## config.mk

```make
export PLATFORM = sky130hd
export DESIGN_NAME = pad_dma_top
export DESIGN_NICKNAME = d
export VERILOG_FILES = /design/src/design/pad_dma_pkg.sv /design/src/design/pad_dma_top.sv /design/src/design/block_writer.sv /design/src/design/block_mapper.sv /design/src/design/window_fetch.sv /design/src/design/pad_dma_sequencer.sv
export SDC_FILE = /design/constraint.sdc
export NUM_CORES = 2
export LEC_CHECK = 0
export BUFFER_PORTS_ARGS = -buffer_cell sky130_fd_sc_hd__buf_4
export CAP_MARGIN = 20
export CORE_MARGIN = 8
export CORE_UTILIZATION = 45
export CTS_CLUSTER_DIAMETER = 100
export CTS_CLUSTER_SIZE = 40
export DETAILED_ROUTE_END_ITERATION = 8
export GPL_TIMING_DRIVEN = 0
export PLACE_DENSITY_LB_ADDON = 0.12
export REMOVE_ABC_BUFFERS = 1
export SYNTH_ARGS = -nofsm -noshare
export SYNTH_HDL_FRONTEND = slang
export SYNTH_HIERARCHICAL = 1
export SYNTH_SLANG_ARGS = --single-unit
```

## constraint.sdc

```tcl
create_clock -name clk -period 15.24 [get_ports clk]
set_clock_uncertainty 0.15 [all_clocks]
set_input_delay 4.572 -clock clk [delete_from_list [all_inputs] [get_ports clk]]
set_output_delay 4.572 -clock clk [all_outputs]
set_load 0.02 [all_outputs]
```

## src/design/pad_dma_pkg.sv

```systemverilog
/*
 * Shared widths, geometry constants and payload structs for the mirror-padding DMA.
 * Every design module imports this package.
 */
package pad_dma_pkg;

    localparam int ADDR_W         = 32;
    localparam int DATA_W         = 32;
    localparam int BYTES_PER_WORD = 4;
    localparam int WIDTH_W        = 6;
    localparam int COORD_W        = 7;
    // window side, also the beat count of every read burst
    localparam int WIN_DIM        = 3;
    localparam int BLK_DIM        = 2;

    typedef logic [ADDR_W-1:0]  addr_t;
    typedef logic [DATA_W-1:0]  word_t;
    typedef logic [WIDTH_W-1:0] width_t;
    typedef logic [COORD_W-1:0] coord_t;

    typedef struct packed {
        addr_t  src_base;
        addr_t  dst_base;
        width_t mat_width;
    } dma_cfg_t;

    // 1-based source row/column of the window's top-left word
    typedef struct packed {
        coord_t row;
        coord_t col;
    } win_origin_t;

    // 0-based padded-matrix position of the block's top-left word
    typedef struct packed {
        coord_t row;
        coord_t col;
    } block_pos_t;

    // index 0 is the top-left word, row-major
    typedef word_t [WIN_DIM*WIN_DIM-1:0] window_t;

    // index order is TL, TR, BL, BR
    typedef struct packed {
        word_t [BLK_DIM*BLK_DIM-1:0] data;
        addr_t [BLK_DIM*BLK_DIM-1:0] addr;
    } out_block_t;

    typedef struct packed {
        word_t data;
        logic  last;
    } rd_beat_t;

    function automatic coord_t clamp_coord(input coord_t v, input coord_t lo, input coord_t hi);
        if (v < lo) begin
            return lo;
        end
        if (v > hi) begin
            return hi;
        end
        return v;
    endfunction

endpackage
```

## src/design/pad_dma_top.sv

```systemverilog
/*
 * Mirror-padding DMA engine top level. Connects the register interface and the
 * AXI read/write ports to the sequencer, window fetch, mapper and block writer.
 */
`timescale 1ns/1ps

module pad_dma_top (
    input  logic                clk,
    input  logic                rst_n,
    input  pad_dma_pkg::addr_t  src_addr_i,
    input  pad_dma_pkg::addr_t  dst_addr_i,
    input  pad_dma_pkg::width_t mat_width_i,
    input  logic                start_i,
    output logic                done_o,
    output pad_dma_pkg::addr_t  araddr_o,
    output logic                arvalid_o,
    input  logic                arready_i,
    input  pad_dma_pkg::word_t  rdata_i,
    input  logic                rlast_i,
    input  logic                rvalid_i,
    output logic                rready_o,
    output pad_dma_pkg::addr_t  awaddr_o,
    output logic                awvalid_o,
    input  logic                awready_i,
    output pad_dma_pkg::word_t  wdata_o,
    output logic                wvalid_o,
    input  logic                wready_i,
    input  logic                bvalid_i,
    output logic                bready_o
);
    import pad_dma_pkg::*;

    dma_cfg_t    cfg;
    win_origin_t origin;
    block_pos_t  pos;
    window_t     window;
    out_block_t  block;
    rd_beat_t    rd_beat;
    logic        fetch_req;
    logic        fetch_ack;
    logic        write_req;
    logic        write_ack;

    assign rd_beat = '{data: rdata_i, last: rlast_i};

    pad_dma_sequencer u_sequencer (
        .clk         (clk),
        .rst_n       (rst_n),
        .src_addr_i  (src_addr_i),
        .dst_addr_i  (dst_addr_i),
        .mat_width_i (mat_width_i),
        .start_i     (start_i),
        .done_o      (done_o),
        .cfg_o       (cfg),
        .fetch_req_o (fetch_req),
        .origin_o    (origin),
        .fetch_ack_i (fetch_ack),
        .write_req_o (write_req),
        .pos_o       (pos),
        .write_ack_i (write_ack)
    );

    window_fetch u_fetch (
        .clk       (clk),
        .rst_n     (rst_n),
        .cfg_i     (cfg),
        .req_i     (fetch_req),
        .origin_i  (origin),
        .ack_o     (fetch_ack),
        .window_o  (window),
        .araddr_o  (araddr_o),
        .arvalid_o (arvalid_o),
        .arready_i (arready_i),
        .rd_i      (rd_beat),
        .rvalid_i  (rvalid_i),
        .rready_o  (rready_o)
    );

    block_mapper u_mapper (
        .cfg_i    (cfg),
        .pos_i    (pos),
        .origin_i (origin),
        .window_i (window),
        .block_o  (block)
    );

    block_writer u_writer (
        .clk       (clk),
        .rst_n     (rst_n),
        .req_i     (write_req),
        .block_i   (block),
        .ack_o     (write_ack),
        .awaddr_o  (awaddr_o),
        .awvalid_o (awvalid_o),
        .awready_i (awready_i),
        .wdata_o   (wdata_o),
        .wvalid_o  (wvalid_o),
        .wready_i  (wready_i),
        .bvalid_i  (bvalid_i),
        .bready_o  (bready_o)
    );

endmodule

```

## src/design/block_writer.sv

```systemverilog
/*
 * AXI write master for one output block. Latches the block on request and sends
 * the four words TL, TR, BL, BR as single-beat writes, one response at a time.
 */
`timescale 1ns/1ps

module block_writer (
    input  logic                    clk,
    input  logic                    rst_n,
    input  logic                    req_i,
    input  pad_dma_pkg::out_block_t block_i,
    output logic                    ack_o,
    output pad_dma_pkg::addr_t      awaddr_o,
    output logic                    awvalid_o,
    input  logic                    awready_i,
    output pad_dma_pkg::word_t      wdata_o,
    output logic                    wvalid_o,
    input  logic                    wready_i,
    input  logic                    bvalid_i,
    output logic                    bready_o
);
    import pad_dma_pkg::*;

    typedef enum logic [1:0] {
        ST_IDLE,
        ST_ADDR,
        ST_DATA,
        ST_ACK
    } state_t;

    state_t     state;
    out_block_t blk_q;
    // word index, also counts the B responses seen
    logic [1:0] word_cnt;

    assign awaddr_o = blk_q.addr[word_cnt];
    assign wdata_o  = blk_q.data[word_cnt];

    always_ff @(posedge clk) begin
        if (!rst_n) begin
            state     <= ST_IDLE;
            ack_o     <= 1'b0;
            awvalid_o <= 1'b0;
            wvalid_o  <= 1'b0;
            bready_o  <= 1'b0;
            word_cnt  <= '0;
        end else begin
            case (state)
                ST_IDLE: begin
                    if (req_i) begin
                        word_cnt  <= '0;
                        awvalid_o <= 1'b1;
                        state     <= ST_ADDR;
                    end
                end
                ST_ADDR: begin
                    if (awready_i) begin
                        awvalid_o <= 1'b0;
                        wvalid_o  <= 1'b1;
                        bready_o  <= 1'b1;
                        state     <= ST_DATA;
                    end
                end
                ST_DATA: begin
                    if (wvalid_o && wready_i) begin
                        wvalid_o <= 1'b0;
                    end
                    if (bvalid_i) begin
                        bready_o <= 1'b0;
                        if (word_cnt == 2'd3) begin
                            ack_o <= 1'b1;
                            state <= ST_ACK;
                        end else begin
                            word_cnt  <= word_cnt + 2'd1;
                            awvalid_o <= 1'b1;
                            state     <= ST_ADDR;
                        end
                    end
                end
                ST_ACK: begin
                    if (!req_i) begin
                        ack_o <= 1'b0;
                        state <= ST_IDLE;
                    end
                end
                default: state <= ST_IDLE;
            endcase
        end
    end

    always_ff @(posedge clk) begin
        if (state == ST_IDLE && req_i) begin
            blk_q <= block_i;
        end
    end

endmodule

```

## src/design/block_mapper.sv

```systemverilog
/*
 * Combinational padding map for one 2x2 output block. Clamps each output
 * coordinate into the source range, picks the word from the fetched window and
 * computes its padded-matrix destination address.
 */
`timescale 1ns/1ps

module block_mapper (
    input  pad_dma_pkg::dma_cfg_t    cfg_i,
    input  pad_dma_pkg::block_pos_t  pos_i,
    input  pad_dma_pkg::win_origin_t origin_i,
    input  pad_dma_pkg::window_t     window_i,
    output pad_dma_pkg::out_block_t  block_o
);
    import pad_dma_pkg::*;

    coord_t width_c;
    addr_t  pad_width;

    assign width_c   = coord_t'(cfg_i.mat_width);
    assign pad_width = addr_t'(cfg_i.mat_width) + addr_t'(2);

    always_comb begin
        coord_t     out_r;
        coord_t     out_c;
        coord_t     rel_r;
        coord_t     rel_c;
        logic [3:0] win_idx;

        block_o = '0;
        for (int k = 0; k < BLK_DIM * BLK_DIM; k++) begin
            out_r = pos_i.row + coord_t'(k / BLK_DIM);
            out_c = pos_i.col + coord_t'(k % BLK_DIM);

            // padding rows/columns reuse the nearest edge word
            rel_r = clamp_coord(out_r, coord_t'(1), width_c) - origin_i.row;
            rel_c = clamp_coord(out_c, coord_t'(1), width_c) - origin_i.col;

            win_idx         = rel_r[1:0] * 4'(WIN_DIM) + 4'(rel_c[1:0]);
            block_o.data[k] = window_i[win_idx];

            // dst + (r * (W+2) + c) * 4
            block_o.addr[k] = cfg_i.dst_base
                              + (addr_t'(out_r) * pad_width + addr_t'(out_c))
                              * addr_t'(BYTES_PER_WORD);
        end
    end

endmodule

```

## src/design/window_fetch.sv

```systemverilog
/*
 * AXI read master for the 3x3 source window. Issues one 3-beat burst per window
 * row and stores the beats row-major. The window holds until the next request.
 */
`timescale 1ns/1ps

module window_fetch (
    input  logic                     clk,
    input  logic                     rst_n,
    input  pad_dma_pkg::dma_cfg_t    cfg_i,
    input  logic                     req_i,
    input  pad_dma_pkg::win_origin_t origin_i,
    output logic                     ack_o,
    output pad_dma_pkg::window_t     window_o,
    output pad_dma_pkg::addr_t       araddr_o,
    output logic                     arvalid_o,
    input  logic                     arready_i,
    input  pad_dma_pkg::rd_beat_t    rd_i,
    input  logic                     rvalid_i,
    output logic                     rready_o
);
    import pad_dma_pkg::*;

    typedef enum logic [1:0] {
        ST_IDLE,
        ST_ADDR,
        ST_DATA,
        ST_ACK
    } state_t;

    state_t     state;
    logic [1:0] row_cnt;
    logic [1:0] beat_cnt;
    logic [3:0] win_idx;
    addr_t      row_off;

    // word offset of the current window row start inside the source matrix
    assign row_off = (addr_t'(origin_i.row) + addr_t'(row_cnt) - addr_t'(1))
                     * addr_t'(cfg_i.mat_width)
                     + addr_t'(origin_i.col) - addr_t'(1);
    assign araddr_o = cfg_i.src_base + row_off * addr_t'(BYTES_PER_WORD);
    assign win_idx  = row_cnt * 4'(WIN_DIM) + 4'(beat_cnt);

    always_ff @(posedge clk) begin
        if (!rst_n) begin
            state     <= ST_IDLE;
            ack_o     <= 1'b0;
            arvalid_o <= 1'b0;
            rready_o  <= 1'b0;
            row_cnt   <= '0;
            beat_cnt  <= '0;
        end else begin
            case (state)
                ST_IDLE: begin
                    if (req_i) begin
                        row_cnt   <= '0;
                        arvalid_o <= 1'b1;
                        state     <= ST_ADDR;
                    end
                end
                ST_ADDR: begin
                    if (arready_i) begin
                        arvalid_o <= 1'b0;
                        rready_o  <= 1'b1;
                        beat_cnt  <= '0;
                        state     <= ST_DATA;
                    end
                end
                ST_DATA: begin
                    if (rvalid_i) begin
                        beat_cnt <= beat_cnt + 2'd1;
                        if (rd_i.last) begin
                            rready_o <= 1'b0;
                            if (row_cnt == 2'(WIN_DIM - 1)) begin
                                ack_o <= 1'b1;
                                state <= ST_ACK;
                            end else begin
                                row_cnt   <= row_cnt + 2'd1;
                                arvalid_o <= 1'b1;
                                state     <= ST_ADDR;
                            end
                        end
                    end
                end
                ST_ACK: begin
                    if (!req_i) begin
                        ack_o <= 1'b0;
                        state <= ST_IDLE;
                    end
                end
                default: state <= ST_IDLE;
            endcase
        end
    end

    // rready_o is high throughout ST_DATA
    always_ff @(posedge clk) begin
        if (state == ST_DATA && rvalid_i) begin
            window_o[win_idx] <= rd_i.data;
        end
    end

endmodule

```

## src/design/pad_dma_sequencer.sv

```systemverilog
/*
 * Block walk controller. Latches the configuration on start, then for every 2x2
 * output block runs one window fetch and one block write through req/ack handshakes.
 */
`timescale 1ns/1ps

module pad_dma_sequencer (
    input  logic                     clk,
    input  logic                     rst_n,
    input  pad_dma_pkg::addr_t       src_addr_i,
    input  pad_dma_pkg::addr_t       dst_addr_i,
    input  pad_dma_pkg::width_t      mat_width_i,
    input  logic                     start_i,
    output logic                     done_o,
    output pad_dma_pkg::dma_cfg_t    cfg_o,
    output logic                     fetch_req_o,
    output pad_dma_pkg::win_origin_t origin_o,
    input  logic                     fetch_ack_i,
    output logic                     write_req_o,
    output pad_dma_pkg::block_pos_t  pos_o,
    input  logic                     write_ack_i
);
    import pad_dma_pkg::*;

    typedef enum logic [1:0] {
        ST_IDLE,
        ST_FETCH,
        ST_WRITE,
        ST_ADVANCE
    } state_t;

    state_t     state;
    dma_cfg_t   cfg_q;
    block_pos_t pos_q;
    coord_t     width_c;

    assign width_c  = coord_t'(cfg_q.mat_width);
    assign cfg_o    = cfg_q;
    assign pos_o    = pos_q;

    // keep the 3x3 window inside the source matrix
    assign origin_o.row = clamp_coord(pos_q.row, coord_t'(1), width_c - coord_t'(2));
    assign origin_o.col = clamp_coord(pos_q.col, coord_t'(1), width_c - coord_t'(2));

    always_ff @(posedge clk) begin
        if (!rst_n) begin
            state       <= ST_IDLE;
            done_o      <= 1'b1;
            fetch_req_o <= 1'b0;
            write_req_o <= 1'b0;
            cfg_q       <= '0;
            pos_q       <= '0;
        end else begin
            case (state)
                ST_IDLE: begin
                    if (start_i) begin
                        cfg_q       <= '{src_base: src_addr_i, dst_base: dst_addr_i,
                                         mat_width: mat_width_i};
                        pos_q       <= '0;
                        done_o      <= 1'b0;
                        fetch_req_o <= 1'b1;
                        state       <= ST_FETCH;
                    end
                end
                ST_FETCH: begin
                    if (fetch_req_o && fetch_ack_i) begin
                        fetch_req_o <= 1'b0;
                    end else if (!fetch_req_o && !fetch_ack_i) begin
                        // window is held by the fetch until its next request
                        write_req_o <= 1'b1;
                        state       <= ST_WRITE;
                    end
                end
                ST_WRITE: begin
                    if (write_req_o && write_ack_i) begin
                        write_req_o <= 1'b0;
                    end else if (!write_req_o && !write_ack_i) begin
                        state <= ST_ADVANCE;
                    end
                end
                ST_ADVANCE: begin
                    if (pos_q.col != width_c) begin
                        pos_q.col   <= pos_q.col + coord_t'(BLK_DIM);
                        fetch_req_o <= 1'b1;
                        state       <= ST_FETCH;
                    end else if (pos_q.row != width_c) begin
                        pos_q.col   <= '0;
                        pos_q.row   <= pos_q.row + coord_t'(BLK_DIM);
                        fetch_req_o <= 1'b1;
                        state       <= ST_FETCH;
                    end else begin
                        // bottom-right block written
                        done_o <= 1'b1;
                        state  <= ST_IDLE;
                    end
                end
                default: state <= ST_IDLE;
            endcase
        end
    end

endmodule

```

* After elaboration in Yosys (flattened, before gate mapping)
Cells that the tools add are included.
** Operators by class
- Add/subtract/negate cells :: 31
- Multiply operators :: 6
- $lt $le $gt $ge :: 17
- Eq/ne operators :: 38
- Multiplexer cells :: 133
- Reductions and logical operators :: 45
** Operator list (count)
- binary-select mux 32 bit (select 4 bit) :: 4
- bitwise mux 288 bit :: 1
- 2-to-1 mux 32 bit :: 7
- adder 32 bit :: 5
- adder 30 x 7 -> 30 bit :: 5
- binary-select mux 32 bit (select 2 bit) :: 2
- demux 32 bit (select 4 bit) :: 1
- 2-to-1 mux 2 bit :: 40
- 2-to-1 mux 7 bit :: 10
- 2-to-1 mux 1 bit :: 49
- multiplier 32 x 6 -> 30 bit :: 1
- inequality test 2 bit, second input constant :: 16
- AND reduction 4 bit :: 8
- subtractor 32 x 1 -> 32 bit, second input constant :: 1
- subtractor 30 x 1 -> 30 bit, second input constant :: 1
- > comparator 7 x 6 -> 1 bit :: 4
- < comparator 7 x 1 -> 1 bit, second input constant :: 4
- multiplier 7 x 7 -> 14 bit :: 2
- 2-to-1 mux 14 bit :: 2
- case mux 14 bit (2 select lines) :: 1
- < comparator 4 x 5 -> 1 bit, second input constant :: 5
- AND reduction 5 bit :: 5
- case mux 2 bit (4 select lines) :: 3
- adder 4 x 2 -> 4 bit :: 5
- 27 further kinds :: 88
** Storage, ports and cells
- Bits in registers :: 650
- Input bits :: 111
- Output and inout bits :: 102
- Logic and storage cells :: 308

* Depth between registers and ports, before layout
- Word-level depth :: 12
- Depth in mapped cells :: 55
- Gate-level depth less buffers :: 53

* Modules after synthesis
Netlist, hierarchy kept.
** By module, submodules not included
- block_mapper :: times used 1, cells each 2049, area each 18681.7 um2, sequential area each 0.0 um2
- window_fetch :: times used 1, cells each 1028, area each 14440.1 um2, sequential area each 8828.5 um2
- block_writer :: times used 1, cells each 388, area each 9674.3 um2, sequential area each 7847.5 um2
- pad_dma_sequencer :: times used 1, cells each 556, area each 4495.6 um2, sequential area each 1741.7 um2

* Worst setup path after synthesis
No wires, ideal clock.
- Path type :: register -> output
- Start point :: register u_sequencer.cfg_q (netlist bit u_sequencer/cfg_o[1])
- End point :: output port araddr_o[30]
- Arrival :: 11.833 ns
- Data required time :: 10.518 ns
- Setup slack :: -1.315 ns
- Stages on the path, launching flop included :: 53
- Path buffers :: 3
- Cell sequence :: dfxtp_1 -> inv_1 -> ha_1 -> xnor2_1 -> ha_1 -> o21ai_0 -> a21oi_1 -> o311ai_1 -> o41a_1 -> a21o_4 -> a221oi_1 -> inv_1 -> ha_1 -> inv_1 -> ha_1 -> fa_1 -> a21o_1 -> a21oi_1 -> (+17 left out) -> or3_1 -> buf_6 -> ha_1 -> nand2_1 -> nor3_1 -> o311ai_4 -> a2111oi_2 -> a311oi_1 -> a21boi_2 -> ha_1 -> clkbuf_1 -> nand4_1 -> or3_1 -> o221ai_1 -> nand2_1 -> o311ai_0 -> a21oi_1 -> xnor2_1
** RTL lines
- start, declared :: line pad_dma_sequencer.sv:33 : dma_cfg_t cfg_q;
- start signal, assigned :: line pad_dma_sequencer.sv:57 : cfg_q <= '{src_base: src_addr_i, dst_base: dst_addr_i,
- end, declared :: line pad_dma_top.sv:15 : output pad_dma_pkg::addr_t araddr_o,

==> results by group <==
Clock network
  – CTS root buf: clkbuf_16
  – H-tree Lvls: 2
  – Worst-path clk slew: 130 ps
  – Clock tree buffer depth: 3
  – TritonCTS clock tree: done
  – Clock Latency Late Sink: 670 ps
  – Inserted Clock Buffers: 34
  – Hold buffers post-CTS: 0
  – CTS sink cnt: 648

STA
  – Min Clock Period, post-route: 16240 ps
  – RSZ-0062 raised after global routing: true
  – Final setup TNS: -9090 ps
  – Endpoints failing setup: 16
  – Final worst-path cycle share: 107%
  – Final worst setup slack: -996 ps
  – Final Hold Viols: 0
  – Worst-Margin Slew: 1070 ps
  – Slew Limit Fails: 0
  – F_max: 61.6 MHz
  – Max_slew headroom: 28.0%

Worst setup path
  – Most used cell along the critical path: ha_4
  – Reg2Reg Launch Point: u_sequencer/cfg_o[1]
  – CP Capture Type: output pin
  – CP max stage delay: 540 ps
  – Worst EP arrival: 11510 ps
  – CP top delay family: adder cells
  – Worst R2R End: u_writer/blk_q[123]
  – Req. time, crit path: 10520 ps
  – Crit Path Max Fanout: 5
  – Kind of critical path: flop to output pin
  – Slowest-stage cell, CP: fa_1
  – R2R cell count: 31
  – Crit path buf inv count: 11
  – Startpoint types: flop
  – R2r setup slk: 6010 ps

Cells and area
  – Final Util: 52.1%
  – Nets@finish: 4781
  – Fillers: 9229
  – Final std cells w/o fill: 5673
  – Area grow syn2layout: 15.5%
  – Layout cell share with drive strength beyond 1: 23.7%
  – Highest-count cells in the layout ignoring fill and taps: edfxtp_1, nand2_1, mux4_2, buf_4, ha_1
  – Most common cell after layout, fill and taps aside: edfxtp_1

Status
  – Failing checks: negative setup slack
  – Outcome: complete, but fails checks

Die
  – Die ar.: 116000 sq um
  – Starting Density: 45.1%
  – IO Pins: 213
  – Rows: 119
  – Die span in y: 340 microns
  – Core Area: 105000 sq um
  – Die Wd: 340 microns

Placement
  – HPWL after DPL: 95.4 mm
  – Pre-CTS setup slack: -2950 ps
  – Routability cong.: 0.873
  – PortBufs: 212
  – Dpl cells: 5524

Min path
  – Min-delay src: u_sequencer/cfg_o[39]
  – Hold Path Depth: 2
  – Hold Crit Class: flop to flop
  – Hold path endpoint: u_sequencer/cfg_o[39]

Route
  – Iter 0 DRT Violations: 2366
  – Antenna-violating nets left: 0
  – Final routed DRC violation total: 0
  – Drt wl/cell: 23.4 microns
  – Vias per inst: 5.87
  – WL final: 133 mm
  – TritonRoute pass-1 iters: 7
  – Via count: 33314

Pwr
  – Pwr dens: 210 nW/um^2
  – Peak VDD IR: 0.291 mV
  – Total power: 11.5 mW
  – Static Leak: 20.8 nW

Global routing
  – Vias in the first global route: 33636
  – Total grt overflow: 0
  – Largest net degree at the start of global routing: 100
  – Initial antenna violation count: 6
  – Global-route wire length before repair: 202 mm
  – GRT Total Usage: 22.3%

Synthesis
  – FF+latch count, synth: 648
  – Cells after synthesis: 4021
  – Cell area after synthesis: 47300 sq um
  – EDFF count, synth: 544
  – Library cells used by synthesis: 119
  – Syn avg cell area: 11.8 sq um
  – Register area share after synthesis: 38.9%
  – Main synth FF type: edfxtp_1
  – Ys async rst share: 0%
  – Synth warn: 6

Flow run
  – Total of max-cap violations: 0
flip-flops by register name, indices dropped and copies added (netlist names), 2 cells and up:
register and count:
u_writer/word_cnt 2, u_writer/state 2, u_sequencer/cfg_o 70, u_fetch/state 2
u_sequencer/state 2, u_fetch/window_o 288, u_fetch/row_cnt 2, u_fetch/beat_cnt 2
u_sequencer/pos_o 12, u_writer/blk_q 256
worst max path at each step:
stage	start	endpoint	slack (ps)	cells past startpoint
after floorplan	u_sequencer/cfg_o[1]	araddr_o[30]	-1390	49
after global placement	u_sequencer/cfg_o[1]	araddr_o[30]	-3430	50
after detailed placement	u_sequencer/cfg_o[1]	araddr_o[30]	-2950	50
after CTS	u_sequencer/cfg_o[2]	araddr_o[31]	-1170	53
after global routing	u_sequencer/cfg_o[2]	araddr_o[31]	-1560	53
final	u_sequencer/cfg_o[2]	araddr_o[31]	-1000	55
synth_stat cells (13+ instances only):
master    instances  area share, %
buf_2            35           0.37
nor2_1          213            1.7
dfxtp_1         104            4.4
a31oi_1          22           0.29
o211ai_1         15           0.24
mux4_2          320             15
mux2i_1         137            2.9
o21ai_0         206            2.2
nand2b_1         29           0.38
clkbuf_1        132            1.0
fa_1            104            4.4
buf_4            15           0.24
nand4_1          19           0.25
a211oi_1         26           0.41
xor2_1           80            1.5
edfxtp_1        544             35
nor4_1           13           0.17
or3_1            16           0.21
o21bai_1         24           0.38
o21ai_1          29           0.31
nand3_1          55           0.58
a21boi_0         78            1.2
a21o_1           62           0.98
a21oi_1         131            1.4
nand2_1         446            3.5
and2_1           72           0.95
nor2b_1          44           0.58
inv_1           239            1.9
nor3_1           44           0.47
xnor2_1         189            3.5
ha_1            314            8.3
o21a_1           32           0.51
worst min-delay path: stages (launching register included):
cell      delay [ps]
dfxtp_1          320
nand2_1           40
a21boi_0          70
logic make-up after synthesis:
group / after synthesis / share of synthesized area [%]
multiplexers: 466 / 18.4
buffers and inverters: 438 / 3.92
XOR/XNOR: 274 / 5.23
AND/OR/NAND/NOR: 1030 / 10.3
AO/OA/AOI/OAI: 746 / 10.5
flip-flops: 648 / 38.9
other: 1 / 0.00793
adder cells (fa/ha/maj): 418 / 12.7
routing by layer:
layer	global-route usage, %	up-vias	wire, microns
met5	0	-	13
met4	6.02	2	3480
met3	2.85	190	7250
met2	39.4	940	66800
met1	28.9	16737	55500
li1	-	15445	-
area by class of cell:
cell class | instances | area, sq um | area share (%)
Tap cell | 1391 | 1740 | 3.19
Sequential cell | 648 | 18400 | 33.8
Multi-Input combinational cell | 2936 | 28300 | 51.8
Clock buffer | 38 | 907 | 1.66
Antenna cell | 4 | 10.0 | 0.0183
Inverter | 242 | 916 | 1.68
Clock inverter | 24 | 438 | 0.801
Timing Repair Buffer | 390 | 3880 | 7.11
power breakdown:
group / total (mW) / leakage [nW] / switching [mW] / internal, mW
Clock: 1.20 / 0.633 / 0.706 / 0.492
Sequential: 2.66 / 5.83 / 0.167 / 2.49
Combinational: 7.62 / 14.4 / 4.02 / 3.60
repair_timing:
item                       CTS  global route
pin swaps                   68            60
setup endpoints to repair   24            19
buffers inserted            60            22
gates cloned                 0             0
gates resized for setup    116            85
through the flow:
stage / area [sq um] / hold WS [ps]
floorplan: 46400 / 298
global placement: 49700 / 306
detailed placement: 51600 / 315
CTS: 54000 / 330
global route: 54600 / 342
finish: 54600 / 322
(Power assumes the default switching activity.)
